[src/logic/fetch_pkg.sv]
package fetch_pkg;

	// default sizes, overridden through the top-level parameters
	localparam int BTB_INDEX_W = 6;
	localparam int QUEUE_DEPTH = 4;

	typedef logic [31:0] vaddr_t;
	typedef logic [31:0] instr_t;

	// two instructions, slot 0 in the low word
	typedef logic [63:0] fetch_line_t;

	// index into the BTB, taken from pc[BTB_INDEX_W+1:2]
	typedef logic [BTB_INDEX_W-1:0] btb_index_t;

	// boot vector
	localparam vaddr_t RESET_PC = 32'hbfc0_0000;

	// primary opcodes, instr[31:26]
	localparam logic [5:0] OP_SPECIAL = 6'h00;
	localparam logic [5:0] OP_REGIMM  = 6'h01;
	localparam logic [5:0] OP_J       = 6'h02;
	localparam logic [5:0] OP_JAL     = 6'h03;
	localparam logic [5:0] OP_BEQ     = 6'h04;
	localparam logic [5:0] OP_BNE     = 6'h05;
	localparam logic [5:0] OP_BLEZ    = 6'h06;
	localparam logic [5:0] OP_BGTZ    = 6'h07;

	// function field of SPECIAL, instr[5:0]
	localparam logic [5:0] FN_JR   = 6'h08;
	localparam logic [5:0] FN_JALR = 6'h09;

	// PC generator fetch state
	typedef enum logic {
		ST_RUN,
		ST_REPLAY
	} pc_state_e;

endpackage

[src/logic/fetch_if.sv]
`timescale 1ns/1ps

// a redirect of the fetch stream, valid is a one-cycle strobe
interface redirect_if;
	logic              valid;
	fetch_pkg::vaddr_t pc;
	fetch_pkg::vaddr_t target;
	logic              taken;

	modport src (
		output valid, pc, target, taken
	);

	modport dst (
		input valid, pc, target, taken
	);
endinterface


[src/logic/btb_predictor.sv]
`timescale 1ns/1ps

module btb_predictor #(
	parameter int BTB_INDEX_W = fetch_pkg::BTB_INDEX_W
) (
	input  logic                    clk,
	input  logic                    rst,
	input  logic                    hold_i,
	input  logic                    flush_i,
	input  fetch_pkg::vaddr_t       lookup_pc_i,
	redirect_if.dst                 update,
	output logic [1:0]              taken_o,
	output fetch_pkg::vaddr_t [1:0] target_o
);

	localparam int ENTRIES = 2 ** BTB_INDEX_W;
	// word address bits above the index
	localparam int TAG_W = 30 - BTB_INDEX_W;

	logic [ENTRIES-1:0]     valid_q;
	logic [TAG_W-1:0]       tag_mem [ENTRIES];
	fetch_pkg::vaddr_t      target_mem [ENTRIES];

	fetch_pkg::vaddr_t      slot_pc [2];
	logic [BTB_INDEX_W-1:0] rd_idx [2];
	logic [1:0]             hit;
	logic [BTB_INDEX_W-1:0] wr_idx;

	// both words of the aligned pair are looked up together
	always_comb begin
		slot_pc[0] = {lookup_pc_i[31:3], 3'b000};
		slot_pc[1] = {lookup_pc_i[31:3], 3'b100};
		for (int i = 0; i < 2; i++) begin
			rd_idx[i] = slot_pc[i][BTB_INDEX_W+1:2];
			hit[i]    = valid_q[rd_idx[i]]
				&& tag_mem[rd_idx[i]] == slot_pc[i][31:BTB_INDEX_W+2];
		end
	end

	// registered result lines up with the cache data in s2
	always_ff @(posedge clk) begin
		if (rst || flush_i) begin
			taken_o <= '0;
		end else if (!hold_i) begin
			taken_o <= hit;
		end
	end

	always_ff @(posedge clk) begin
		if (!hold_i) begin
			for (int i = 0; i < 2; i++) begin
				target_o[i] <= target_mem[rd_idx[i]];
			end
		end
	end

	assign wr_idx = update.pc[BTB_INDEX_W+1:2];

	// not-taken outcome drops the entry
	always_ff @(posedge clk) begin
		if (rst) begin
			valid_q <= '0;
		end else if (update.valid) begin
			valid_q[wr_idx] <= update.taken;
		end
	end

	always_ff @(posedge clk) begin
		if (update.valid && update.taken) begin
			tag_mem[wr_idx]    <= update.pc[31:BTB_INDEX_W+2];
			target_mem[wr_idx] <= update.target;
		end
	end

endmodule

[src/flat_wrapper.sv]
// flat-port wrapper written by rule: the top's interface ports become plain ports
module btb_predictor_flat 
#(
	parameter int BTB_INDEX_W = fetch_pkg::BTB_INDEX_W
)
  (clk, rst, hold_i, flush_i, lookup_pc_i, taken_o, target_o, update_valid, update_pc, update_target, update_taken);
  redirect_if update_i ();
  input  logic clk;
  input  logic rst;
  input  logic hold_i;
  input  logic flush_i;
  input  fetch_pkg::vaddr_t lookup_pc_i;
  output logic [1:0] taken_o;
  output fetch_pkg::vaddr_t [1:0] target_o;
  input wire logic [$bits(update_i.valid)-1:0] update_valid;
  input wire logic [$bits(update_i.pc)-1:0] update_pc;
  input wire logic [$bits(update_i.target)-1:0] update_target;
  input wire logic [$bits(update_i.taken)-1:0] update_taken;
  assign update_i.valid = update_valid;
  assign update_i.pc = update_pc;
  assign update_i.target = update_target;
  assign update_i.taken = update_taken;
  btb_predictor #(.BTB_INDEX_W(BTB_INDEX_W)) u_core (.clk(clk), .rst(rst), .hold_i(hold_i), .flush_i(flush_i), .lookup_pc_i(lookup_pc_i), .update(update_i), .taken_o(taken_o), .target_o(target_o));
endmodule
[config.mk]
export PLATFORM = sky130hd
export DESIGN_NAME = btb_predictor_flat
export DESIGN_NICKNAME = d
export VERILOG_FILES = /design/src/logic/fetch_pkg.sv /design/src/logic/fetch_if.sv /design/src/logic/btb_predictor.sv /design/src/flat_wrapper.sv
export SDC_FILE = /design/constraint.sdc
export NUM_CORES = 2
export LEC_CHECK = 0
export ABC_AREA = 1
export BUFFER_PORTS_ARGS = -buffer_cell sky130_fd_sc_hd__buf_2
export CAP_MARGIN = 20
export CORE_AREA = 10 10 403 796
export CTS_BUF_LIST = sky130_fd_sc_hd__clkbuf_8 sky130_fd_sc_hd__clkbuf_16
export DETAILED_ROUTE_END_ITERATION = 10
export DIE_AREA = 0 0 413 806
export PLACE_DENSITY_LB_ADDON = 0.25
export RECOVER_POWER = 50
export SETUP_SLACK_MARGIN = 0.15
export SYNTH_ARGS = -nofsm -noshare
export SYNTH_HDL_FRONTEND = slang
export SYNTH_SLANG_ARGS = --single-unit
[constraint.sdc]
create_clock -name clk -period 8.44 [get_ports clk]
set_clock_uncertainty 0.2 [all_clocks]
set_input_delay 0.422 -clock clk [delete_from_list [all_inputs] [get_ports clk]]
set_output_delay 0.422 -clock clk [all_outputs]
set_load 0.02 [all_outputs]
# [Word level (Yosys, flattened, before mapping)]
# Memory sizes are Yosys's and may differ from the RTL's. A register that Yosys moved wholly into a read port is not among the register bits.
# Cells that the tools add are included.
[word_totals] mem_bits_rw=3584 out_inout_bits=66 mem_count=2 input_bits=102 register_bits=66 word_cells=26
[op_classes] reduce_logical=7 order_cmp=4 muxes=9 n_eq_ne=2
[memory_table] name="u_core.target_mem" words=64 width=32 read_ports=2 rd_ports_with_merged_regs=2 write_ports=1 line="btb_predictor.sv:22" rtl="fetch_pkg::vaddr_t target_mem [ENTRIES];"
[memory_table] name="u_core.tag_mem" words=64 width=24 read_ports=2 rd_ports_with_merged_regs=0 write_ports=1 line="btb_predictor.sv:21" rtl="logic [TAG_W-1:0] tag_mem [ENTRIES];"
[op_table] cell="$bwmux 64" n=1
[op_table] cell="$eq 24x24->1" n=2
[op_table] cell="$lt 6x7->1 const B" n=3
[op_table] cell="$bmux 1 s5" n=2
[op_table] cell="$demux 1 s6" n=1
[op_table] cell="$ge 6x1->1 const B" n=1
[op_table] cell="$mux 1" n=5
[op_table] cell="$logic_and 1x1->1" n=4
[op_table] cell="$logic_not 1->1" n=2
[op_table] cell="$logic_or 1x1->1" n=1

# [Longest topological paths before layout]
[depth] word_depth=5 ltp_mapped=19 depth_no_buf=16

# [Least setup slack after synthesis]
# Ideal clock, no wire load.
[synth_timing] path_type="in2reg" startpoint="input update_pc[5]" endpoint="memory u_core.tag_mem[58][0] (netlist name) (enable)" t_required_ps=7629 setup_time_ps=611 arrival_ps=6506 stages=4 path_buffers=0 path_slack_ps=1123 cell_sequence="inv_1 nor3_1 inv_1 nor4_1"
[synth_lines] element="start, declared" line="flat_wrapper.sv:16" rtl="input wire logic [$bits(update_i.pc)-1:0] update_pc;"
[synth_lines] element="end, declared" line="btb_predictor.sv:21"
# Straight into the memory's write port.

# [Worst setup path in the final report]
[layout_timing] startpoint="input update_taken" endpoint="memory u_core.target_mem[0][7] (netlist name) (enable)"
[layout_between] elab_chain_cells=3
[layout_rtl] element="start, declared" line="flat_wrapper.sv:18" rtl="input wire logic [$bits(update_i.taken)-1:0] update_taken;"
[layout_rtl] element="$logic_and 1x1->1" line="btb_predictor.sv:69" rtl="if (update.valid && update.taken) begin"
[layout_rtl] element="$mux 1" line="btb_predictor.sv:69"
[layout_rtl] element="$mux 1 (not written as such)" line="btb_predictor.sv:71" rtl="target_mem[wr_idx] <= update.target;"
[layout_rtl] element="end, declared" line="btb_predictor.sv:22"
# Every way passes these cells.

==> results.ini <==
[cts]
cts-buffers-inserted=316
cts_sinks=3714
postCtsSetupBuffers=0
clk_path_buf_depth=4
cts_hold_buf=22
clk_pin_slew_ns=0.07
cts_tree=done
clock_latency_ns=0.92
cts-root-buf=clkbuf_16
cts.htree.levels=5
ctsResizeCount=0

[floorplan]
chipWidth_um=413
core_area_um2=307700
std_cell_rows=288
initial_core_util_pct=47.78
ios=168
die-area_um2=332900
die_h_um=806

[yosys]
ys.flop_type=edfxtp_1
synth_nets=11750
synth-edff-count=3648
ys_seq_area_share_pct=75.39
yosys_warnings=0
netlist_instances=11650
async_flop_share_pct=0
syn_avg_cell_area_um2=12.62
synth_area_um2=147000
ys_ff_latch=3714
yosysUniqueCellTypes=31

[global_route]
grt_max_degree=220
first_global_vias=95120
grt_overflow=0
track_usage_pct=27.98
grt_first_pass_wirelength_um=676300
antenna_found_initial=33

[layout]
finalInstanceArea_um2=162100
post-route-util_pct=52.66
final_common_cell=edfxtp_1
final_cell_mix=3648 x edfxtp_1, 2223 x nand2_1, 1474 x nand3_1, 1264 x nor2_1, 1197 x o21ai_0
drive_gt1_share_pct=6.827
area_growth_pct=10.21
finalNonFillerCells=15950
nets=11730

[routing]
drt_pass1_iterations=9
antenna_left=0
drc=0
routed_wl_um=481800
viasPerCell=6.222
vias=99250
wl_per_cell_um=30.21
drt-initial-drc-count=14060

[worst_hold_path]
hold_class=input pin to flop

[outcome]
status=finished with violations
violations=max-capacitance violations, max-slew violations

[sta]
rsz0062_at_grt=false
layout_min_cycle_time_ns=5.646
worst_slew_pin_slew_ns=3.530
timing.final.crit_share_pct=66.90
setup_ws_ns=2.794
finalHoldViolations=0
tns_ns=0
relSlewSlack_pct=-135.3
max_freq_ghz=0.1771
setup_viol=0
fin_hold_ws_ns=0.08729
drv_slew=3531

[pwr]
ir_worst_vdd_mv=0.1445
power.density_nw_per_um2=229.7
power_mw=37.23
p_leak_nw=53.63

[placement]
hpwl_um=242800
place_congestion=0.8294
dpl_worst_slack_ns=3.367
dpl_cell_area_um2=151600
port_buffers=162
placed_cells=15290

[setup_path]
start_kind=input pin
path_max_fanout=32
end_kind=flop
cp.arrival_ns=6.03
worstPathRequired_ns=8.83
crit_type=input pin to flop

[run]
max-cap-violations=59

synthesized netlist by cell type, types with 41 or more instances:
| library cell | n | area [um2] |
|---|---|---|
| a21oi_1 | 121 | 605.6 |
| buf_1 | 53 | 198.9 |
| buf_2 | 308 | 1541 |
| buf_4 | 70 | 525.5 |
| buf_6 | 44 | 495.5 |
| clkbuf_1 | 317 | 1190 |
| dfxtp_1 | 66 | 1321 |
| edfxtp_1 | 3648 | 109500 |
| inv_1 | 103 | 386.6 |
| nand2_1 | 2223 | 8344 |
| nand3_1 | 1474 | 7377 |
| nor2_1 | 1316 | 4940 |
| o21ai_0 | 1197 | 5991 |
| o21ai_1 | 41 | 205.2 |
| o221ai_1 | 54 | 473.0 |
| o22ai_1 | 536 | 3353 |
critical path, stage by stage:
cell	delay, ns
clkbuf_1	0.17
inv_6	0.50
clkbuf_1	2.53
nor2_1	0.95
buf_4	0.76
buf_4	0.53
path summary, 6_finish.rpt:
check                                       startpoint                       to  slack (ns)  cells past startpoint
worst max-delay path                      update_taken  u_core.target_mem[0][7]        2.79                      6
worst min-delay path                      update_pc[4]       u_core.valid_q[57]        0.09                      7
worst max register to register  u_core.tag_mem[50][21]        u_core.taken_o[0]        5.11                     14
worst min register to register       u_core.valid_q[5]        u_core.valid_q[5]        0.26                      2
flip-flops by register name, indices dropped and copies added, names as in the netlist:
| register | cells |
|---|---|
| u_core.target_mem | 2048 |
| u_core.tag_mem | 1536 |
| u_core.target_o | 64 |
| u_core.valid_q | 64 |
| u_core.taken_o | 2 |
routing by layer:
layer / wire length (um) / up-vias / global-route usage (%) / share of wire, %
met5: 49 / - / 0 / 0.010
met4: 37280 / 8 / 18.77 / 7.7
met3: 44030 / 1487 / 4.417 / 9.1
met2: 234700 / 6092 / 46.55 / 49
met1: 165700 / 49390 / 33.52 / 34
li1: - / 42270 / - / -
kinds of logic (layout without fill, tap and decap cells):
logic type             Yosys count  after routing  share of synthesized area (%)
AO/OA/AOI/OAI                 1998           1998                          7.475
XOR/XNOR                         1              1                       0.005957
buffers and inverters          904           1118                          2.998
AND/OR/NAND/NOR               5033           5033                          14.13
flip-flops                    3714           3714                          75.39
other                            0             27                              0
layout make-up:
cell class                 instances  area (um2)
tap                             4060        5080
clock buffer                     329        8222
timing repair buffer             452        3406
sequential                      3714      110900
clock inverter                   229        1783
antenna                           27       67.56
fill                           25350      145700
inverter                         108       457.9
multi-input combinational       7032       32190
power by group:
part	switching, mW	internal [mW]
combinational	1.71	0.522
sequential	0.0370	20.4
clock	6.67	7.91
total	8.43	28.8
Power figures use the tool's default switching activity.
