<file path="config.mk">
export PLATFORM = sky130hd
export DESIGN_NAME = instr_queue_flat
export DESIGN_NICKNAME = d
export VERILOG_FILES = /design/src/logic/fetch_pkg.sv /design/src/logic/fetch_if.sv /design/src/logic/instr_queue.sv /design/src/flat_wrapper.sv
export SDC_FILE = /design/constraint.sdc
export NUM_CORES = 2
export LEC_CHECK = 0
export BUFFER_PORTS_ARGS = -buffer_cell sky130_fd_sc_hd__buf_2
export CAP_MARGIN = 15
export CORE_ASPECT_RATIO = 1.5
export CORE_MARGIN = 2
export CORE_UTILIZATION = 45
export DETAILED_ROUTE_END_ITERATION = 16
export GPL_TIMING_DRIVEN = 1
export PLACE_DENSITY = 0.64
export SLEW_MARGIN = 20
export SYNTH_ARGS = -nofsm -noshare
export SYNTH_HDL_FRONTEND = slang
export SYNTH_SLANG_ARGS = --single-unit
</file>
<file path="constraint.sdc">
create_clock -name clk -period 18.05 [get_ports clk]
set_input_delay 0.9025 -clock clk [delete_from_list [all_inputs] [get_ports clk]]
set_output_delay 0.9025 -clock clk [all_outputs]
set_load 0.01 [all_outputs]
</file>
<file path="src/logic/fetch_pkg.sv">
package fetch_pkg;

	// default sizes, overridden through the top-level parameters
	localparam int BTB_INDEX_W = 6;
	localparam int QUEUE_DEPTH = 4;

	typedef logic [31:0] vaddr_t;
	typedef logic [31:0] instr_t;

	// two instructions, slot 0 in the low word
	typedef logic [63:0] fetch_line_t;

	// index into the BTB, taken from pc[BTB_INDEX_W+1:2]
	typedef logic [BTB_INDEX_W-1:0] btb_index_t;

	// boot vector
	localparam vaddr_t RESET_PC = 32'hbfc0_0000;

	// primary opcodes, instr[31:26]
	localparam logic [5:0] OP_SPECIAL = 6'h00;
	localparam logic [5:0] OP_REGIMM  = 6'h01;
	localparam logic [5:0] OP_J       = 6'h02;
	localparam logic [5:0] OP_JAL     = 6'h03;
	localparam logic [5:0] OP_BEQ     = 6'h04;
	localparam logic [5:0] OP_BNE     = 6'h05;
	localparam logic [5:0] OP_BLEZ    = 6'h06;
	localparam logic [5:0] OP_BGTZ    = 6'h07;

	// function field of SPECIAL, instr[5:0]
	localparam logic [5:0] FN_JR   = 6'h08;
	localparam logic [5:0] FN_JALR = 6'h09;

	// PC generator fetch state
	typedef enum logic {
		ST_RUN,
		ST_REPLAY
	} pc_state_e;

endpackage

</file>
<file path="src/logic/fetch_if.sv">


// two instruction lanes, lane 0 holds the older one
interface fetch_pair_if;
	logic [1:0]              valid;
	fetch_pkg::vaddr_t [1:0] pc;
	fetch_pkg::instr_t [1:0] instr;
	logic [1:0]              pred_taken;
	fetch_pkg::vaddr_t [1:0] pred_target;

	// queue side of the write lanes
	modport push (
		input valid, pc, instr, pred_taken, pred_target
	);

	// queue side of the read lanes
	modport pop (
		output valid, pc, instr, pred_taken, pred_target
	);
endinterface

</file>
<file path="src/logic/instr_queue.sv">
`timescale 1ns/1ps

module instr_queue #(
	parameter int DEPTH = fetch_pkg::QUEUE_DEPTH
) (
	input  logic       clk,
	input  logic       rst,
	input  logic       flush_i,
	fetch_pair_if.push push,
	input  logic [1:0] push_num_i,
	output logic       full_o,
	fetch_pair_if.pop  pop,
	input  logic [1:0] pop_num_i
);

	localparam int CHANNELS = 4;
	localparam int SIZE     = CHANNELS * DEPTH;
	// low two pointer bits pick the channel, the rest the row
	localparam int PTR_W    = $clog2(SIZE);

	fetch_pkg::vaddr_t pc_mem     [CHANNELS][DEPTH];
	fetch_pkg::instr_t instr_mem  [CHANNELS][DEPTH];
	logic              taken_mem  [CHANNELS][DEPTH];
	fetch_pkg::vaddr_t target_mem [CHANNELS][DEPTH];

	logic [PTR_W-1:0] head_q;
	logic [PTR_W-1:0] tail_q;
	logic [PTR_W:0]   count_q;
	logic [PTR_W-1:0] wr_ptr [2];
	logic [PTR_W-1:0] rd_ptr [2];
	logic [1:0]       push_acc;
	logic [1:0]       pop_cnt;

	assign full_o = count_q > (PTR_W+1)'(SIZE - 2);

	always_comb begin
		// a push while full is dropped as a whole
		push_acc = full_o ? 2'd0 : push_num_i;
		// never pop more than is shown valid
		if ((PTR_W+1)'(pop_num_i) > count_q) begin
			pop_cnt = count_q[1:0];
		end else begin
			pop_cnt = pop_num_i;
		end
		for (int i = 0; i < 2; i++) begin
			wr_ptr[i] = tail_q + PTR_W'(i);
			rd_ptr[i] = head_q + PTR_W'(i);
		end
	end

	// consecutive entries fall into different channels
	always_ff @(posedge clk) begin
		for (int i = 0; i < 2; i++) begin
			if (push_acc > 2'(i) && push.valid[i]) begin
				pc_mem[wr_ptr[i][1:0]][wr_ptr[i][PTR_W-1:2]]     <= push.pc[i];
				instr_mem[wr_ptr[i][1:0]][wr_ptr[i][PTR_W-1:2]]  <= push.instr[i];
				taken_mem[wr_ptr[i][1:0]][wr_ptr[i][PTR_W-1:2]]  <= push.pred_taken[i];
				target_mem[wr_ptr[i][1:0]][wr_ptr[i][PTR_W-1:2]] <= push.pred_target[i];
			end
		end
	end

	always_ff @(posedge clk) begin
		if (rst || flush_i) begin
			head_q  <= '0;
			tail_q  <= '0;
			count_q <= '0;
		end else begin
			tail_q  <= tail_q + PTR_W'(push_acc);
			head_q  <= head_q + PTR_W'(pop_cnt);
			count_q <= count_q + (PTR_W+1)'(push_acc) - (PTR_W+1)'(pop_cnt);
		end
	end

	// oldest two entries, valid only where occupied
	always_comb begin
		for (int i = 0; i < 2; i++) begin
			pop.valid[i]       = count_q > (PTR_W+1)'(i);
			pop.pc[i]          = pc_mem[rd_ptr[i][1:0]][rd_ptr[i][PTR_W-1:2]];
			pop.instr[i]       = instr_mem[rd_ptr[i][1:0]][rd_ptr[i][PTR_W-1:2]];
			pop.pred_taken[i]  = taken_mem[rd_ptr[i][1:0]][rd_ptr[i][PTR_W-1:2]];
			pop.pred_target[i] = target_mem[rd_ptr[i][1:0]][rd_ptr[i][PTR_W-1:2]];
		end
	end

endmodule

</file>
<file path="src/flat_wrapper.sv">
// flat-port wrapper written by rule: the top's interface ports become plain ports
module instr_queue_flat 
#(
	parameter int DEPTH = fetch_pkg::QUEUE_DEPTH
)
  (clk, rst, flush_i, push_num_i, full_o, pop_num_i, push_valid, push_pc, push_instr, push_pred_taken, push_pred_target, pop_valid, pop_pc, pop_instr, pop_pred_taken, pop_pred_target);
  fetch_pair_if push_i ();
  fetch_pair_if pop_i ();
  input  logic clk;
  input  logic rst;
  input  logic flush_i;
  input  logic [1:0] push_num_i;
  output logic full_o;
  input  logic [1:0] pop_num_i;
  input wire logic [$bits(push_i.valid)-1:0] push_valid;
  input wire logic [$bits(push_i.pc)-1:0] push_pc;
  input wire logic [$bits(push_i.instr)-1:0] push_instr;
  input wire logic [$bits(push_i.pred_taken)-1:0] push_pred_taken;
  input wire logic [$bits(push_i.pred_target)-1:0] push_pred_target;
  output wire logic [$bits(pop_i.valid)-1:0] pop_valid;
  output wire logic [$bits(pop_i.pc)-1:0] pop_pc;
  output wire logic [$bits(pop_i.instr)-1:0] pop_instr;
  output wire logic [$bits(pop_i.pred_taken)-1:0] pop_pred_taken;
  output wire logic [$bits(pop_i.pred_target)-1:0] pop_pred_target;
  assign push_i.valid = push_valid;
  assign push_i.pc = push_pc;
  assign push_i.instr = push_instr;
  assign push_i.pred_taken = push_pred_taken;
  assign push_i.pred_target = push_pred_target;
  assign pop_valid = pop_i.valid;
  assign pop_pc = pop_i.pc;
  assign pop_instr = pop_i.instr;
  assign pop_pred_taken = pop_i.pred_taken;
  assign pop_pred_target = pop_i.pred_target;
  instr_queue #(.DEPTH(DEPTH)) u_core (.clk(clk), .rst(rst), .flush_i(flush_i), .push(push_i), .push_num_i(push_num_i), .full_o(full_o), .pop(pop_i), .pop_num_i(pop_num_i));
endmodule
</file>
Word-level counts from Yosys, hierarchy flattened
Memory sizes are Yosys's and may differ from the RTL's. A register that Yosys moved wholly into a read port is not among the register bits.
Index checks and enable logic that the tools add are counted.
- memories kept: 4
- latch bits: 0
- RAM bits: 1552
- register bits after elaboration: 13
- logic and storage cells: 78
- bits in read-only memories: 0
- output and inout port bits: 197
- bits of input ports: 203
- memory list (name ; depth ; width ; read ports ; clocked after memory_dff ; wr ports ; line ; RTL):
    u_core.instr_mem ; 4 ; 128 ; 2 ; 1 ; 2 ; instr_queue.sv:22 ; fetch_pkg::instr_t instr_mem [CHANNELS][DEPTH];
    u_core.pc_mem ; 4 ; 128 ; 2 ; 1 ; 2 ; instr_queue.sv:21 ; fetch_pkg::vaddr_t pc_mem [CHANNELS][DEPTH];
    u_core.target_mem ; 4 ; 128 ; 2 ; 1 ; 2 ; instr_queue.sv:24 ; fetch_pkg::vaddr_t target_mem [CHANNELS][DEPTH];
    u_core.taken_mem ; 4 ; 4 ; 2 ; 1 ; 2 ; instr_queue.sv:23 ; logic taken_mem [CHANNELS][DEPTH];
- multiply operators: 0
- shifts and indexed selects: 0
- magnitude comparators: 12
- bitwise logic cells: 4
- divide/modulo/power cells: 0
- eq/ne operators: 0
- add/sub/neg operators: 6
- multiplexer cells: 44
- reductions and logical operators: 5
- operators with widths (operator ; number):
    2-to-1 mux 32 bit ; 14
    binary-select mux 32 bit (select 2 bit) ; 6
    2-to-1 mux 128 bit ; 2
    demux 32 bit (select 2 bit) ; 2
    >= comparator 3 bit, second input constant ; 4
    2-to-1 mux 2 bit ; 6
    NOT 2 -> 3 bit ; 4
    > comparator 5 x 1 -> 1 bit, second input constant ; 2
    adder 4 x 1 -> 4 bit, second input constant ; 2
    adder 4 x 2 -> 4 bit ; 2
    2-to-1 mux 1 bit ; 8
    2-to-1 mux 4 bit ; 2
    less-than comparator 3 x 1 -> 1 bit, second input constant ; 2
    adder 5 x 2 -> 5 bit ; 1
    > comparator 2 x 5 -> 1 bit ; 1
    > comparator 5 x 4 -> 1 bit, second input constant ; 1
    subtractor 5 x 2 -> 5 bit ; 1
    binary-select mux 1 bit (select 2 bit) ; 2
    demux 1 bit (select 2 bit) ; 2
    > comparator 2 x 1 -> 1 bit, second input constant ; 2
    logical AND 1 bit ; 4
    logical OR 1 bit ; 1

Depth between registers and ports, before layout
- word-level depth: 7
- depth in mapped cells: 16
- depth with buffers taken out: 16

Worst setup path before layout
OpenSTA, ideal clock, no wires.
- path type: input to register
- start point: input push_num_i[1]
- end point: memory u_core.instr_mem[0][0] in the netlist's numbering (enable)
- data required time: 17464 ps
- arrival time: 6276 ps
- library setup time: 586 ps
- buffers on the path: 1
- slack: 11188 ps
- cell stages on the path: 5
- path through: buf_1 > o21ai_0 > nor2_1 > nand3_1 > o22ai_1
- RTL lines (item ; line ; RTL):
    start, declared ; flat_wrapper.sv:12 ; input logic [1:0] push_num_i;
    end, declared ; instr_queue.sv:22 ;

Final worst setup path
- start point: register u_core.head_q[1]
- end point: output pop_pred_target[47]
- longest elaborated chain between the ends: 5
- elaborated cells between the ends (all ways): 6
- ends and longest elaborated chain (item ; line ; RTL):
    start, declared ; instr_queue.sv:26 ; logic [PTR_W-1:0] head_q;
    start signal, assigned ; instr_queue.sv:70 ; head_q <= head_q + PTR_W'(pop_cnt);
    adder 4 x 1 -> 4 bit * ; instr_queue.sv:47 ; rd_ptr[i] = head_q + PTR_W'(i);
    memory (4 x 128 bit) / NOT 2 -> 3 bit (equally long branches) ; -- ;
    binary-select mux 32 bit (select 2 bit) * ; instr_queue.sv:82 ; pop.pred_target[i] = target_mem[rd_ptr[i][1:0]][rd_ptr[i][PTR_W-1:2]];
    2-to-1 mux 32 bit (implied by the code) * (2 in series) ; instr_queue.sv:82 ;
    end, declared ; flat_wrapper.sv:24 ; output wire logic [$bits(pop_i.pred_target)-1:0] pop_pred_target;
Mark *: on every way between the ends. The rest lies on a longest branch, timed or not. The select of a mux whose other input is x is not followed.

==> impl_metrics.py <==
metrics = {
    "run_status": {
        "status": "completed",
    },
    "synthesis": {
        "synth-simple-area-share_pct": 1.266,
        "yosys-top-cells-area": "edfxtp_1, mux2_2, mux4_2, mux2i_1, a22oi_1",
        "synth_compound_area_share_pct": 5.230,
        "synth_ff_type": "edfxtp_1",
        "ys_types": 44,
        "synthAdderAreaFrac_pct": 0.3234,
        "synth_top_family_by_area": "multiplexers",
        "yosysTopAreaCell": "edfxtp_1",
        "async_reset_ff_share_pct": 0,
        "synth_xor_area_share_pct": 0.05805,
        "synthesis.nets": 5993,
        "ys_top_cells_by_count": "mux2_2, edfxtp_1, mux4_2, clkbuf_1, mux2i_1",
        "muxShareOfSynthArea_pct": 38.24,
        "netlist_area_mm2": 0.09053,
        "synth.avg_cell_area_um2": 15.69,
        "yosys_register_bits": 1565,
        "synth_warnings": 0,
        "seq_area_frac_synth_pct": 51.77,
        "synth_top_area_share_pct": 51.48,
        "synth-edff-count": 1552,
        "synth_most_common_cell": "mux2_2",
        "synth_cells": 5769,
    },
    "clock_network": {
        "clk_path_buf_depth": 4,
        "cts_resized": 0,
        "worstSkewPairLatency_ps": 850,
        "cts_buffers": 171,
        "clock-sinks": 1565,
        "root_buffer": "clkbuf_16",
        "cts_setup_buffers": 0,
        "hold_buffers": 0,
        "cts.htree.levels": 4,
        "cts_tree": "yes",
        "clk_pin_slew_ps": 60,
    },
    "worst_setup_path": {
        "cp-start-kind": "register",
        "critical_path_arrival_ps": 6480,
        "required_ps": 17150,
        "reg2reg_to": "u_core.target_mem[0][110]",
        "rr_startpoint": "u_core.count_q[2]",
        "end_kind": "output pin",
        "ff2ff_path_depth": 8,
        "critPathMaxFanout": 48,
        "critPathKind": "reg2out",
        "r2r_setup_slack_ps": 13090,
    },
    "floorplanning": {
        "io_pins": 400,
        "core_area_mm2": 0.1999,
        "rows": 201,
        "die-area_mm2": 0.2048,
        "die_w_um": 370.2,
        "start_util_pct": 45.28,
        "die_h_um": 553.3,
    },
    "worst_hold_path": {
        "min-delay-start": "rst",
        "holdPathStages": 3,
        "worstHoldEndpoint": "u_core.count_q[0]",
        "hold_path_class": "in2reg",
    },
    "cells_and_area": {
        "layout.nets": 6042,
        "seq_area_mm2": 0.04688,
        "final_layout_size_suffix_gt1_share_pct": 50.51,
        "area_delta_synth_final_pct": 10.37,
        "fill_cells": 16690,
        "multi_input_area_mm2": 0.04118,
    },
    "sta": {
        "hold_slack_ps": 453.4,
        "max_clock_freq_mhz": 135.5,
        "final.setup.tns_ps": 0,
        "slew_headroom_pct": 23.32,
        "setup_viol": 0,
        "fin_crit_sh_pct": 40.90,
        "rsz0062_at_grt": "false",
        "tightest_slew_ps": 1148,
        "worst_clock_skew_ps": 63.15,
        "hold_viol_final": 0,
        "fin_crit_ps": 7382,
        "maxSlewViolCount": 0,
    },
    "detailed_routing": {
        "drc": 0,
        "met3_wirelength_um": 30730,
        "routedWlPerCell_um": 36.71,
        "postRouteWirelength_um": 316900,
        "drtIter0Drc": 7089,
        "vias": 59070,
        "drt-met1-wl_um": 121700,
        "firstDrtPassIters": 6,
        "wl_met2_um": 151600,
        "avgViaCountPerCell": 6.844,
        "postRouteAntennaNets": 0,
        "top_layer": "met5",
    },
    "pwr": {
        "peakVddDrop_mv": 0.09450,
        "p_leak_nw": 30.89,
        "power_mw": 10.87,
        "powerDensity_mw_per_mm2": 108.8,
    },
    "grt": {
        "grt_max_degree": 144,
        "grt_pass1_wl_um": 443800,
        "antenna_found_initial": 85,
        "grt_pass1_vias": 59850,
        "grt_util_all_layers_pct": 30.27,
        "overflow": 0,
    },
    "placement": {
        "port_buffers": 399,
        "gp_congestion": 0.8142,
        "dp_hpwl_um": 165200,
    },
    "run": {
        "drv_cap": 0,
    },
}
==> layer usage <==
layer,vias to the layer above,GRT usage (%)
met5,-,0
met4,60,11.17
met3,786,6.804
met2,3278,49.00
met1,31240,39.76
li1,23700,-
==> cells by family (layout without fill, tap and decap cells) <==
family                     Yosys count  in the layout
AOI/OAI and AO/OA                  715            715
xor gates and xnor gates             6              6
adders and majority gates           21             21
buffers and inverters              672            848
DFF                               1565           1565
muxes                             2525           2525
other                                0             47
and+or+nand+nor                    265            265
==> placed cells by master, fill, tap and decap left out, types with 103 or more instances in the layout <==
cell,n
mux2_2,1611
edfxtp_1,1552
mux4_2,582
buf_2,399
mux2i_1,292
a22oi_1,292
nand2_1,203
o21ai_0,198
clkbuf_16,173
buf_4,121
a21oi_1,103
==> stage by stage <==
step	area, µm²	utilization [%]	setup WS (ps)	std cells
global route	99820	49.93	10220	8594
floorplan	90530	-	11190	5769
finish	99920	49.97	10670	8631
CTS	99790	49.91	10510	8584
detailed placement	94550	47.29	11410	8284
global placement	94530	47.28	11370	8283
==> registers in the layout (all words and copies together), names as in the netlist <==
signal and flops:
u_core.instr_mem 512, u_core.pc_mem 512, u_core.target_mem 512, u_core.taken_mem 16, u_core.count_q 5, u_core.head_q 4
u_core.tail_q 4
==> worst max-delay path: stages, from the launching register on <==
cell and delay [ps]:
dfxtp_4 970, ha_4 650, buf_4 890, buf_4 840
buf_4 910, mux4_2 610, a22oi_1 200, nand2_1 230
buf_2 210
==> worst max-delay path by stage <==
stage	from	end	depth (start not counted)
2_1_floorplan	push_num_i[1]	u_core.instr_mem[0][0]	5
3_3_place_gp	u_core.head_q[1]	pop_pred_target[47]	8
3_5_place_dp	u_core.head_q[1]	pop_pred_target[47]	8
4_1_cts	u_core.head_q[1]	pop_pred_target[47]	8
5_1_grt	u_core.head_q[1]	pop_pred_target[47]	8
6_report	u_core.head_q[1]	pop_pred_target[47]	8
==> where the power goes <==
group          leakage, nW  internal [mW]  switching (mW)  total (mW)
sequential            14.1           4.14          0.0818        4.23
clock                 2.56           1.93            1.51        3.44
combinational         14.2           1.47            1.74        3.21
total                 30.9           7.55            3.33        10.9
==> final cells by class <==
class                   instances  share of cell area (%)
multi-input cells            3532                   41.22
clock inverters                79                  0.6775
inverters                      16                 0.06011
diodes                         47                  0.1177
repair buffers                532                   3.131
flip-flops and latches       1565                   46.92
well taps                    2639                   3.305
clock buffers                 221                   4.573
No activity file was read; power rests on OpenSTA's default activity.
