## src/logic/fetch_pkg.sv

```systemverilog
package fetch_pkg;

	// default sizes, overridden through the top-level parameters
	localparam int BTB_INDEX_W = 6;
	localparam int QUEUE_DEPTH = 4;

	typedef logic [31:0] vaddr_t;
	typedef logic [31:0] instr_t;

	// two instructions, slot 0 in the low word
	typedef logic [63:0] fetch_line_t;

	// index into the BTB, taken from pc[BTB_INDEX_W+1:2]
	typedef logic [BTB_INDEX_W-1:0] btb_index_t;

	// boot vector
	localparam vaddr_t RESET_PC = 32'hbfc0_0000;

	// primary opcodes, instr[31:26]
	localparam logic [5:0] OP_SPECIAL = 6'h00;
	localparam logic [5:0] OP_REGIMM  = 6'h01;
	localparam logic [5:0] OP_J       = 6'h02;
	localparam logic [5:0] OP_JAL     = 6'h03;
	localparam logic [5:0] OP_BEQ     = 6'h04;
	localparam logic [5:0] OP_BNE     = 6'h05;
	localparam logic [5:0] OP_BLEZ    = 6'h06;
	localparam logic [5:0] OP_BGTZ    = 6'h07;

	// function field of SPECIAL, instr[5:0]
	localparam logic [5:0] FN_JR   = 6'h08;
	localparam logic [5:0] FN_JALR = 6'h09;

	// PC generator fetch state
	typedef enum logic {
		ST_RUN,
		ST_REPLAY
	} pc_state_e;

endpackage

```

## src/logic/fetch_if.sv

```systemverilog
`timescale 1ns/1ps

// a redirect of the fetch stream, valid is a one-cycle strobe
interface redirect_if;
	logic              valid;
	fetch_pkg::vaddr_t pc;
	fetch_pkg::vaddr_t target;
	logic              taken;

	modport src (
		output valid, pc, target, taken
	);

	modport dst (
		input valid, pc, target, taken
	);
endinterface


```

## src/logic/pc_gen.sv

```systemverilog
`timescale 1ns/1ps

module pc_gen (
	input  logic              clk,
	input  logic              rst,
	input  logic              hold_i,
	redirect_if.dst           resolve,
	input  logic              resolve_mispredict_i,
	redirect_if.dst           presolve,
	input  logic              replay_valid_i,
	input  fetch_pkg::vaddr_t replay_pc_i,
	input  logic              predict_taken_i,
	input  fetch_pkg::vaddr_t predict_target_i,
	output fetch_pkg::vaddr_t pc_o,
	output logic              pc_valid_o
);

	fetch_pkg::vaddr_t    pc_q;
	fetch_pkg::vaddr_t    pc_d;
	logic                 valid_q;
	fetch_pkg::pc_state_e state_q;
	fetch_pkg::pc_state_e state_d;

	// redirects first, then stall, then prediction, then next pair
	always_comb begin
		pc_d    = pc_q;
		state_d = fetch_pkg::ST_RUN;
		if (resolve.valid && resolve_mispredict_i) begin
			pc_d = resolve.target;
		end else if (presolve.valid) begin
			pc_d = presolve.target;
		end else if (replay_valid_i) begin
			pc_d    = replay_pc_i;
			state_d = fetch_pkg::ST_REPLAY;
		end else if (hold_i || !valid_q) begin
			pc_d    = pc_q;
			state_d = state_q;
		end else if (predict_taken_i && state_q == fetch_pkg::ST_RUN) begin
			pc_d = predict_target_i;
		end else begin
			pc_d = {pc_q[31:3] + 29'd1, 3'b000};
		end
	end

	always_ff @(posedge clk) begin
		if (rst) begin
			pc_q    <= fetch_pkg::RESET_PC;
			valid_q <= 1'b0;
			state_q <= fetch_pkg::ST_RUN;
		end else begin
			pc_q    <= pc_d;
			valid_q <= 1'b1;
			state_q <= state_d;
		end
	end

	assign pc_o       = pc_q;
	assign pc_valid_o = valid_q;

endmodule

```

## src/flat_wrapper.sv

```systemverilog
// flat-port wrapper written by rule: the top's interface ports become plain ports
module pc_gen_flat 
  (clk, rst, hold_i, resolve_mispredict_i, replay_valid_i, replay_pc_i, predict_taken_i, predict_target_i, pc_o, pc_valid_o, resolve_valid, resolve_pc, resolve_target, resolve_taken, presolve_valid, presolve_pc, presolve_target, presolve_taken);
  redirect_if resolve_i ();
  redirect_if presolve_i ();
  input  logic clk;
  input  logic rst;
  input  logic hold_i;
  input  logic resolve_mispredict_i;
  input  logic replay_valid_i;
  input  fetch_pkg::vaddr_t replay_pc_i;
  input  logic predict_taken_i;
  input  fetch_pkg::vaddr_t predict_target_i;
  output fetch_pkg::vaddr_t pc_o;
  output logic pc_valid_o;
  input wire logic [$bits(resolve_i.valid)-1:0] resolve_valid;
  input wire logic [$bits(resolve_i.pc)-1:0] resolve_pc;
  input wire logic [$bits(resolve_i.target)-1:0] resolve_target;
  input wire logic [$bits(resolve_i.taken)-1:0] resolve_taken;
  input wire logic [$bits(presolve_i.valid)-1:0] presolve_valid;
  input wire logic [$bits(presolve_i.pc)-1:0] presolve_pc;
  input wire logic [$bits(presolve_i.target)-1:0] presolve_target;
  input wire logic [$bits(presolve_i.taken)-1:0] presolve_taken;
  assign resolve_i.valid = resolve_valid;
  assign resolve_i.pc = resolve_pc;
  assign resolve_i.target = resolve_target;
  assign resolve_i.taken = resolve_taken;
  assign presolve_i.valid = presolve_valid;
  assign presolve_i.pc = presolve_pc;
  assign presolve_i.target = presolve_target;
  assign presolve_i.taken = presolve_taken;
  pc_gen u_core (.clk(clk), .rst(rst), .hold_i(hold_i), .resolve(resolve_i), .resolve_mispredict_i(resolve_mispredict_i), .presolve(presolve_i), .replay_valid_i(replay_valid_i), .replay_pc_i(replay_pc_i), .predict_taken_i(predict_taken_i), .predict_target_i(predict_target_i), .pc_o(pc_o), .pc_valid_o(pc_valid_o));
endmodule
```

## config.mk

```make
export PLATFORM = sky130hd
export DESIGN_NAME = pc_gen_flat
export DESIGN_NICKNAME = d
export VERILOG_FILES = /design/src/logic/fetch_pkg.sv /design/src/logic/fetch_if.sv /design/src/logic/pc_gen.sv /design/src/flat_wrapper.sv
export SDC_FILE = /design/constraint.sdc
export NUM_CORES = 1
export LEC_CHECK = 0
export ABC_AREA = 0
export BUFFER_PORTS_ARGS = -buffer_cell sky130_fd_sc_hd__buf_2
export CORE_MARGIN = 10
export CORE_UTILIZATION = 42
export CTS_BUF_LIST = sky130_fd_sc_hd__clkbuf_8
export DETAILED_ROUTE_END_ITERATION = 10
export PLACE_DENSITY = 0.84
export SYNTH_ARGS = -nofsm -noshare
export SYNTH_HDL_FRONTEND = slang
export SYNTH_SLANG_ARGS = --single-unit
```

## constraint.sdc

```tcl
create_clock -name clk -period 2.2 [get_ports clk]
set_input_delay 0.55 -clock clk [delete_from_list [all_inputs] [get_ports clk]]
set_output_delay 0.55 -clock clk [all_outputs]
set_load 0.03 [all_outputs]
```

After elaboration in Yosys (flattened, before gate mapping)
Cells that the tools add are included.
{"block": "word_totals", "ff_bits": 34, "output_inout_bits": 33}
{"block": "op_classes", "n_addsub": 1, "n_eq_ne": 2, "muxes": 8, "n_bitwise": 1, "n_reduce_logical": 5}
{"operator": "2-to-1 mux 32 bit", "count": 5}
{"operator": "adder 29 x 1 -> 29 bit, second input constant", "count": 1}
{"operator": "inequality test 4 x 3 -> 1 bit, second input constant", "count": 1}
{"operator": "2-to-1 mux 1 bit", "count": 3}
{"operator": "OR reduction 3 bit", "count": 1}
{"operator": "logical AND 1 bit", "count": 2}
{"operator": "inequality test 2 bit, second input constant", "count": 1}
{"operator": "logical NOT 1 bit", "count": 1}
{"operator": "logical OR 1 bit", "count": 1}
{"operator": "NOT 1 bit", "count": 1}

Longest topological paths before layout
Gate-level depths: netlist of run 1.
{"block": "logic_depth", "word_depth": 7, "ltp_mapped": 8, "ltp_nobuf": 6}

Least setup slack after synthesis of run 1
No wires, ideal clock.
{"block": "synth_timing", "path_type": "register -> register", "startpoint": "register u_core.pc_q[3], in the netlist u_core.pc_o[3]", "endpoint": "register u_core.pc_q[17], in the netlist u_core.pc_o[17]", "setup_time_ps": 133, "arrival_ps": 1921, "required_time_ps": 2067, "slack_ps": 147, "stages_incl_launch_ff": 7, "path_buffers": 0, "period_less_slack_ps": 2053, "cell_sequence": "dfxtp_1 ha_1 nand4_1 nor4_1 mux2_2 a221oi_1 a31oi_1"}
{"block": "synth_via", "elab_chain_cells": 6}
{"element": "from (decl)", "line_no": "pc_gen.sv:18", "source": "fetch_pkg::vaddr_t pc_q;"}
{"element": "from (signal assigned)", "line_no": "pc_gen.sv:47", "source": "pc_q <= fetch_pkg::RESET_PC;"}
{"element": "from (signal assigned)", "line_no": "pc_gen.sv:51", "source": "pc_q <= pc_d;"}
{"element": "adder 29 x 1 -> 29 bit", "line_no": "pc_gen.sv:41", "source": "pc_d = {pc_q[31:3] + 29'd1, 3'b000};"}
{"element": "2-to-1 mux 32 bit", "line_no": "pc_gen.sv:38", "source": "end else if (predict_taken_i && state_q == fetch_pkg::ST_RUN) begin"}
{"element": "2-to-1 mux 32 bit", "line_no": "pc_gen.sv:35", "source": "end else if (hold_i || !valid_q) begin"}
{"element": "2-to-1 mux 32 bit", "line_no": "pc_gen.sv:32", "source": "end else if (replay_valid_i) begin"}
{"element": "2-to-1 mux 32 bit", "line_no": "pc_gen.sv:30", "source": "end else if (presolve.valid) begin"}
{"element": "2-to-1 mux 32 bit", "line_no": "pc_gen.sv:28", "source": "if (resolve.valid && resolve_mispredict_i) begin"}
No other way between the ends. The select of a mux whose other input is x is not followed.
A chain may end at the register's enable or synchronous reset.

Worst setup path in the final report of run 1
{"block": "layout_timing", "startpoint": "register u_core.pc_q[15], in the netlist u_core.pc_o[15]", "endpoint": "register u_core.pc_q[17], in the netlist u_core.pc_o[17]"}
Same word-level chain as after synthesis.

==> flow_summary.toml, run 1 <==
[logic_synthesis]
async_flop_share_pct = 0
yosysTopAreaCell = "dfxtp_1"
synth_warnings = 0
synth_edf_count = 0
synthDominantCellAreaShare_pct = 22.1
synthFlopType = "dfxtp_1"
syn_area_um2 = 3080
syn_inst = 445
yosysSeqAreaShare_pct = 22.1
syn_nets = 648
synth.area.top_cells = "dfxtp_1, nand2_1, nand3_1, a21oi_1, o21ai_0"
syn_area_per_cell_um2 = 6.93
synth_seq_cells = 34
synth_cell_types = 57

[layout]
layout-drive-gt1-share_pct = 36.8
nets = 826
layout_common_cells = "buf_2, nand2_1, buf_4"
multi_input_area_um2 = 2200
num-fill-cells = 699
seq_area_um2 = 681
stdcell_count = 722
final_common_cell = "buf_2"
syn_to_final_growth_pct = 38.7
antenna_cells = 0
design_area_um2 = 4280

[routing]
drtPass1Iterations = 6
wire_per_inst_um = 19.8
drc = 0
drtIter0Drc = 383
antenna_left = 0
vias = 4443
viasPerCell = 6.15
drt_wl_total_um = 14300

[place]
dp_hpwl_um = 11000
portBuffers = 168
place_area_um2 = 4200
place_inst = 715
gp_congestion = 0.892

[floorplanning]
rows = 31
initial_core_util_pct = 43.0
core_area_um2 = 7180
die_w_um = 106
die_area_um2 = 11200
io_pins = 235
die_h_um = 106

[grt]
grt_max_degree = 30
antenna_found_initial = 0
grt_pass1_wl_um = 21300
grt_pass1_vias = 4446
track_usage_pct = 22.8
grt_remaining_overflow = 0

[worst_setup_path]
crit_path_max_fanout = 7
cp-end-kind = "register"
cpMaxStageDelayCell = "dfxtp_1"
worstSetupPathType = "register to register"
crit_path_end = "u_core.pc_o[17]"
r2r_cells = 5
cp_slowest_stage_delay_ns = 0.45
path_delay_family = "simple AND/OR/NAND/NOR gates"
crit_buf_inv = 0
cp_num_cells = 5
r2r_slack_ns = 0.18
cp.arrival_ns = 2.19
rr_startpoint = "u_core.pc_o[15]"
required_ns = 2.37
start_kind = "register"
r2r-end = "u_core.pc_o[17]"
cp_cell_sequence = "nand4_2 > nor4_1 > mux2_2 > a221oi_1 > a31oi_1"
worstSetupStartpoint = "u_core.pc_o[15]"

[sta]
finalHoldViolCount = 0
maxSlewViolCount = 0
tightest_slew_ns = 0.672
rsz0062_at_grt = "no"
finClkSkew_ns = 0.00423
setup_tns_ns = 0
finalSetupViolCount = 0
min_period_over_period_pct = 91.8
slew_headroom_pct = 54.6
period_minus_slack_ns = 2.02
max_freq_mhz = 495

[power]
power_leakage_nw = 1.99
vdd_drop_max_uv = 252
powerDensity_nw_per_um2 = 470

[status]
outcome = "completed"

[clock_network]
htree_num_levels = 2
clock_sinks = 34
clock-root-buffer = "clkbuf_8"
cts_setup_buffers = 0
post_cts_resized = 0
cts_buffers = 5
cts_tree = "yes"
clk_path_buf_depth = 2
clk_latency_ns = 0.29
cts_hold_buf = 0
clkTransAtPathRegs_ns = 0.07

[min_path]
hold_class = "register to register"

[flow_run]
drv_cap = 0
worst min-delay path: stages, from the launching register on:
cell     delay (ns)
dfxtp_1        0.31
nand2_1        0.05
a21oi_1        0.05
sequential cells by signal, indices dropped and copies added, names as in the netlist:
signal and count:
u_core.state_q 1, u_core.pc_valid_o 1, u_core.pc_o 32
area by class of cell:
type / count / area share [%]
clock inverter: 2 / 0.176
tap: 99 / 2.90
timing repair buffer: 210 / 27.3
multi-input combinational: 364 / 51.4
clock buffer: 5 / 1.61
sequential: 34 / 15.9
inverter: 8 / 0.702
cell usage after synthesis (3+ instances only):
master,n
mux2i_1,4
and3_1,14
o22ai_1,7
buf_2,4
o32a_1,3
inv_1,8
nor3_1,13
a31oi_1,17
nand2_1,53
nand4_1,14
a21oi_1,30
and4_1,3
nand3_1,32
dfxtp_1,34
nand2b_1,3
o21ai_0,27
xor2_1,10
and2_1,7
a221oi_1,4
nor2_1,34
a41oi_1,4
a211o_1,3
xnor2_1,3
a211oi_1,10
or3_1,7
clkbuf_1,29
nor4_1,7
o221ai_1,7
o211ai_1,13
buf_6,3
kinds of logic after synthesis:
kind of cell	after synthesis	share of synthesized area, %
AO/OA/AOI/OAI	143	30.7
AND/OR/NAND/NOR	201	34.3
adder cells (fa/ha/maj)	1	0.406
buffers and inverters	47	6.74
flip-flops	34	22.1
XOR/XNOR	13	3.69
multiplexers	6	2.03
worst min path at each step:
stage	from	slack [ns]	endpoint	cells past startpoint
after floorplan	u_core.state_q	0.50	u_core.state_q	2
after global placement	u_core.pc_o[1]	0.44	u_core.pc_o[1]	2
after detailed placement	u_core.pc_o[1]	0.45	u_core.pc_o[1]	2
after CTS	u_core.pc_o[1]	0.46	u_core.pc_o[1]	2
after global routing	u_core.pc_o[2]	0.49	u_core.pc_o[2]	2
final	u_core.pc_o[1]	0.46	u_core.pc_o[1]	2
stage by stage:
stage	power, mW	util [%]	hold slack (ns)	setup slack [ns]
final	2.01	59.6	0.460	0.180
after global routing	2.10	59.6	0.493	0.0448
after CTS	2.00	59.6	0.462	0.170
after detailed placement	1.56	58.5	0.451	0.0903
after global placement	1.54	58.5	0.436	0.172
after floorplan	1.21	-	0.499	0.147
power breakdown:
group          internal (mW)  switching [mW]
Combinational          0.331           0.489
Sequential             0.675          0.0716
Clock                  0.209           0.234
per-layer routing:
| layer | global-route usage, % | vias up | routed length, µm |
|---|---|---|---|
| li1 | - | 2050 | - |
| met5 | 0 | - | 0 |
| met2 | 39.3 | 326 | 6780 |
| met3 | 7.19 | 55 | 1670 |
| met4 | 9.38 | 0 | 448 |
| met1 | 25.4 | 2012 | 5370 |
Power figures use the tool's default switching activity.
==> run 2, diff against run 1 <==
clock period = 1.95 ns   (was 2.2 ns; I/O delays follow)
==> run 2 against run 1 <==
Fmax rose by 8.0%; die area unchanged; highest routed layer unchanged; register-to-register slack worse by 0.10 ns; utilization up 2.7 points; critical path type unchanged; clock power increased by 13%.
==> flow_summary.toml, run 2 (same netlist as run 1, synthesis figures left out) <==
[clock_network]
clk_path_buf_depth = 2
cts_buffers = 5
post_cts_resized = 0
clock_sinks = 34
clk_latency_ns = 0.29
cts_setup_buffers = 0
clock-root-buffer = "clkbuf_8"
clkTransAtPathRegs_ns = 0.07
cts_hold_buf = 0
htree_num_levels = 2
cts_tree = "yes"

[routing]
vias = 4518
drt_wl_total_um = 14400
drtIter0Drc = 443
drc = 0
antenna_left = 0
viasPerCell = 6.06
wire_per_inst_um = 19.3
drtPass1Iterations = 7

[layout]
stdcell_count = 746
layout-drive-gt1-share_pct = 40.4
largest_register_ffs = 32
syn_to_final_growth_pct = 44.9
fin_util_pct = 62.3
final_common_cell = "buf_2"
nets = 849
layout_common_cells = "buf_2, buf_4, nand2_1"

[grt]
track_usage_pct = 24.1
antenna_found_initial = 0
grt_pass1_wl_um = 22700
grt_max_degree = 28
grt_pass1_vias = 4734
grt_remaining_overflow = 0

[sta]
rsz0062_at_grt = "no"
finClkSkew_ns = 0.00332
slew_headroom_pct = 58.6
maxSlewViolCount = 0
min_period_over_period_pct = 95.9
period_minus_slack_ns = 1.87
tightest_slew_ns = 0.619
worst_hold_slack_ns = 0.463
finalSetupViolCount = 0
max_freq_mhz = 535
finalHoldViolCount = 0

[power]
powerDensity_nw_per_um2 = 516
vdd_drop_max_uv = 265
power_leakage_nw = 2.10

[floorplanning]
core_area_um2 = 7180
initial_core_util_pct = 43.0
die_h_um = 106
die_w_um = 106
rows = 31
die_area_um2 = 11200
io_pins = 235

[worst_setup_path]
start_kind = "register"
cp.arrival_ns = 2.10
cp-end-kind = "register"
r2r_cells = 6
crit_path_max_fanout = 7
worstSetupPathType = "register to register"
required_ns = 2.18

[status]
outcome = "completed"

[place]
place_inst = 738
dp_hpwl_um = 11400
portBuffers = 168
gp_congestion = 0.909

[flow_run]
drv_cap = 0

[min_path]
holdPathStages = 3
hold_class = "primary input to register"
-- run 2: worst paths after layout --
check | startpoint | to | slack [ns]
worst min-delay path | predict_target_i[16] | u_core.pc_o[16] | 0.46
worst max register to register | u_core.pc_o[10] | u_core.pc_o[30] | 0.08
worst min register to register | u_core.pc_o[1] | u_core.pc_o[1] | 0.46
worst max-delay path | u_core.pc_o[10] | u_core.pc_o[30] | 0.08
-- run 2: metal layers --
layer,GRT usage [%],wire (µm)
met5,0,0
met4,10.3,473
met3,7.00,1620
met2,41.7,6870
met1,26.9,5400
-- run 2: power by group --
part           switching [mW]  internal, mW  total (mW)
clock                   0.263         0.236       0.499
sequential             0.0674         0.765       0.832
combinational           0.570         0.405       0.975
-- run 2: through the flow --
stage	power, mW	setup WS [ns]	TNS (ns)	instance area [µm²]
after floorplan	1.37	0.000597	0	3090
after global placement	1.78	0.0408	0	4380
after detailed placement	1.81	-0.00886	-0.00886	4380
after CTS	2.30	0.0985	0	4460
after global routing	2.43	0.00601	0	4470
final	2.31	0.0803	0	4470
-- run 2: worst max-delay path, stage by stage, from the launching register on --
cell     delay, ns
dfxtp_2       0.41
nand4_4       0.12
buf_4         0.18
nor4_4        0.45
nand4_1       0.20
mux2_1        0.35
nor2_1        0.09
-- run 2: cell type report --
cell class / instances / area [µm²]
Fill cell: 665 / 2710
Multi-Input combinational cell: 364 / 2200
Timing Repair Buffer: 233 / 1340
Sequential cell: 34 / 691
Tap cell: 99 / 124
Clock buffer: 5 / 68.8
Inverter: 8 / 30.0
Clock inverter: 2 / 7.51
Antenna cell: 1 / 2.50
==> run 3, diff against run 2 <==
--- a/config.mk
+++ b/config.mk
@@ -11,4 +11,5 @@
 export CORE_UTILIZATION = 42
 export CTS_BUF_LIST = sky130_fd_sc_hd__clkbuf_8
+export CTS_CLUSTER_DIAMETER = 40
 export DETAILED_ROUTE_END_ITERATION = 10
 export PLACE_DENSITY = 0.84
==> constraint.sdc (replaced) <==
create_clock -name clk -period 1.95 [get_ports clk]
set_input_delay 0.195 -clock clk [delete_from_list [all_inputs] [get_ports clk]]
set_output_delay 0.195 -clock clk [all_outputs]
set_load 0.03 [all_outputs]
==> run 3 against run 2 <==
Sequential power grew 2%; critical path type unchanged; highest routed layer unchanged; routed wire length barely moved; setup slack improved by 0.0095 ns.
==> flow_summary.toml, run 3 (same netlist as run 1, synthesis figures left out) <==
[worst_setup_path]
r2r_slack_ns = 0.09
worstSetupStartpoint = "u_core.pc_o[3]"
required_ns = 2.13
cp.arrival_ns = 2.04
cp-end-kind = "register"
r2r_cells = 6
start_kind = "register"
crit_path_end = "u_core.pc_o[17]"
crit_path_max_fanout = 2
r2r-end = "u_core.pc_o[17]"
worstSetupPathType = "register to register"
rr_startpoint = "u_core.pc_o[3]"

[power]
powerDensity_nw_per_um2 = 540
power_leakage_nw = 2.01
vdd_drop_max_uv = 308
total_power_mw = 2.35

[routing]
drt_wl_total_um = 14400
drtIter0Drc = 308
wire_per_inst_um = 19.8
drc = 0
drtPass1Iterations = 6
viasPerCell = 6.11
antenna_left = 0
vias = 4436

[place]
portBuffers = 168
dp_hpwl_um = 11000
gp_congestion = 0.883
place_inst = 716

[sta]
max_freq_mhz = 538
tightest_slew_ns = 0.602
finalSetupViolCount = 0
min_period_over_period_pct = 95.4
maxSlewViolCount = 0
slew_headroom_pct = 59.7
finClkSkew_ns = 0.00260
finalHoldViolCount = 0
worst_hold_slack_ns = 0.163
period_minus_slack_ns = 1.86
setup_tns_ns = 0
rsz0062_at_grt = "no"

[grt]
grt_remaining_overflow = 0
grt_pass1_wl_um = 22100
grt_max_degree = 29
antenna_found_initial = 0
grt_pass1_vias = 4508
track_usage_pct = 23.8

[layout]
layout-drive-gt1-share_pct = 39.0
layout_common_cells = "buf_2, nand2_1, buf_4"
fin_util_pct = 60.5
syn_to_final_growth_pct = 40.9
final_common_cell = "buf_2"
stdcell_count = 726
nets = 828
largest_register_ffs = 32

[floorplanning]
core_area_um2 = 7180
die_h_um = 106
die_area_um2 = 11200
io_pins = 235
initial_core_util_pct = 43.0
die_w_um = 106
rows = 31

[clock_network]
clock_sinks = 34
cts_hold_buf = 0
htree_num_levels = 2
clock-root-buffer = "clkbuf_8"
clk_latency_ns = 0.30
clk_path_buf_depth = 2
clkTransAtPathRegs_ns = 0.07
cts_tree = "yes"
cts_buffers = 5

[status]
outcome = "completed"

[flow_run]
drv_cap = 0

[min_path]
hold_class = "primary input to register"
[run 3: cell types whose count changed in the layout (fill, tap and decap cells not counted), sizes merged]
cell	before	now
inv	10	9
clkinv	0	1
clkbuf	5	6
buf	233	212
[run 3: area by class of cell]
class | instances | area, µm²
multi-input combinational | 364 | 2220
tap | 99 | 124
antenna | 1 | 2.50
timing repair buffer | 212 | 1180
fill | 686 | 2830
inverter | 8 | 30.0
clock buffer | 6 | 82.6
sequential | 34 | 692
clock inverter | 2 | 8.76
[run 3: critical path: stages (launching register included)]
cell      delay [ns]
dfxtp_2         0.33
ha_1            0.16
nand4_1         0.19
nor4_2          0.34
mux2_2          0.37
a221oi_2        0.24
a31oi_1         0.12
[run 3: where the power goes]
group          leakage, nW  switching [mW]  total (mW)  internal [mW]
registers            0.286          0.0801       0.845          0.765
clock network       0.0524           0.287       0.567          0.280
logic                 1.67           0.557       0.935          0.377
total                 2.01           0.924        2.35           1.42
[run 3: worst min-delay path by stage]
| stage | start | to | slack [ns] | cells past startpoint |
|---|---|---|---|---|
| floorplan | resolve_target[17] | u_core.pc_o[17] | 0.35 | 2 |
| global placement | u_core.pc_o[0] | u_core.pc_o[0] | 0.44 | 2 |
| detailed placement | u_core.pc_o[0] | u_core.pc_o[0] | 0.44 | 2 |
| CTS | predict_target_i[16] | u_core.pc_o[16] | 0.17 | 3 |
| global route | predict_target_i[16] | u_core.pc_o[16] | 0.17 | 3 |
| finish | predict_target_i[16] | u_core.pc_o[16] | 0.16 | 3 |
[run 3: through the flow]
step / worst slack [ns] / instance area [µm²]
6_report: 0.0898 / 4340
5_1_grt: 0.0336 / 4340
4_1_cts: 0.0739 / 4310
3_5_place_dp: 0.0961 / 4220
3_3_place_gp: 0.158 / 4220
2_1_floorplan: 0.000597 / 3090
[run 3: per-layer routing]
metal | routed length, µm | global-route usage, % | vias up
met5 | 0 | 0 | -
met4 | 558 | 10.5 | 0
met3 | 1620 | 7.86 | 51
met2 | 6830 | 40.6 | 296
met1 | 5360 | 26.3 | 2030
li1 | - | - | 2059
[run 3: timing repair]
action                     CTS  global route
gates resized for setup      0             5
setup buffers                0             1
hold endpoints to repair     0             0
setup endpoints to repair    0             2
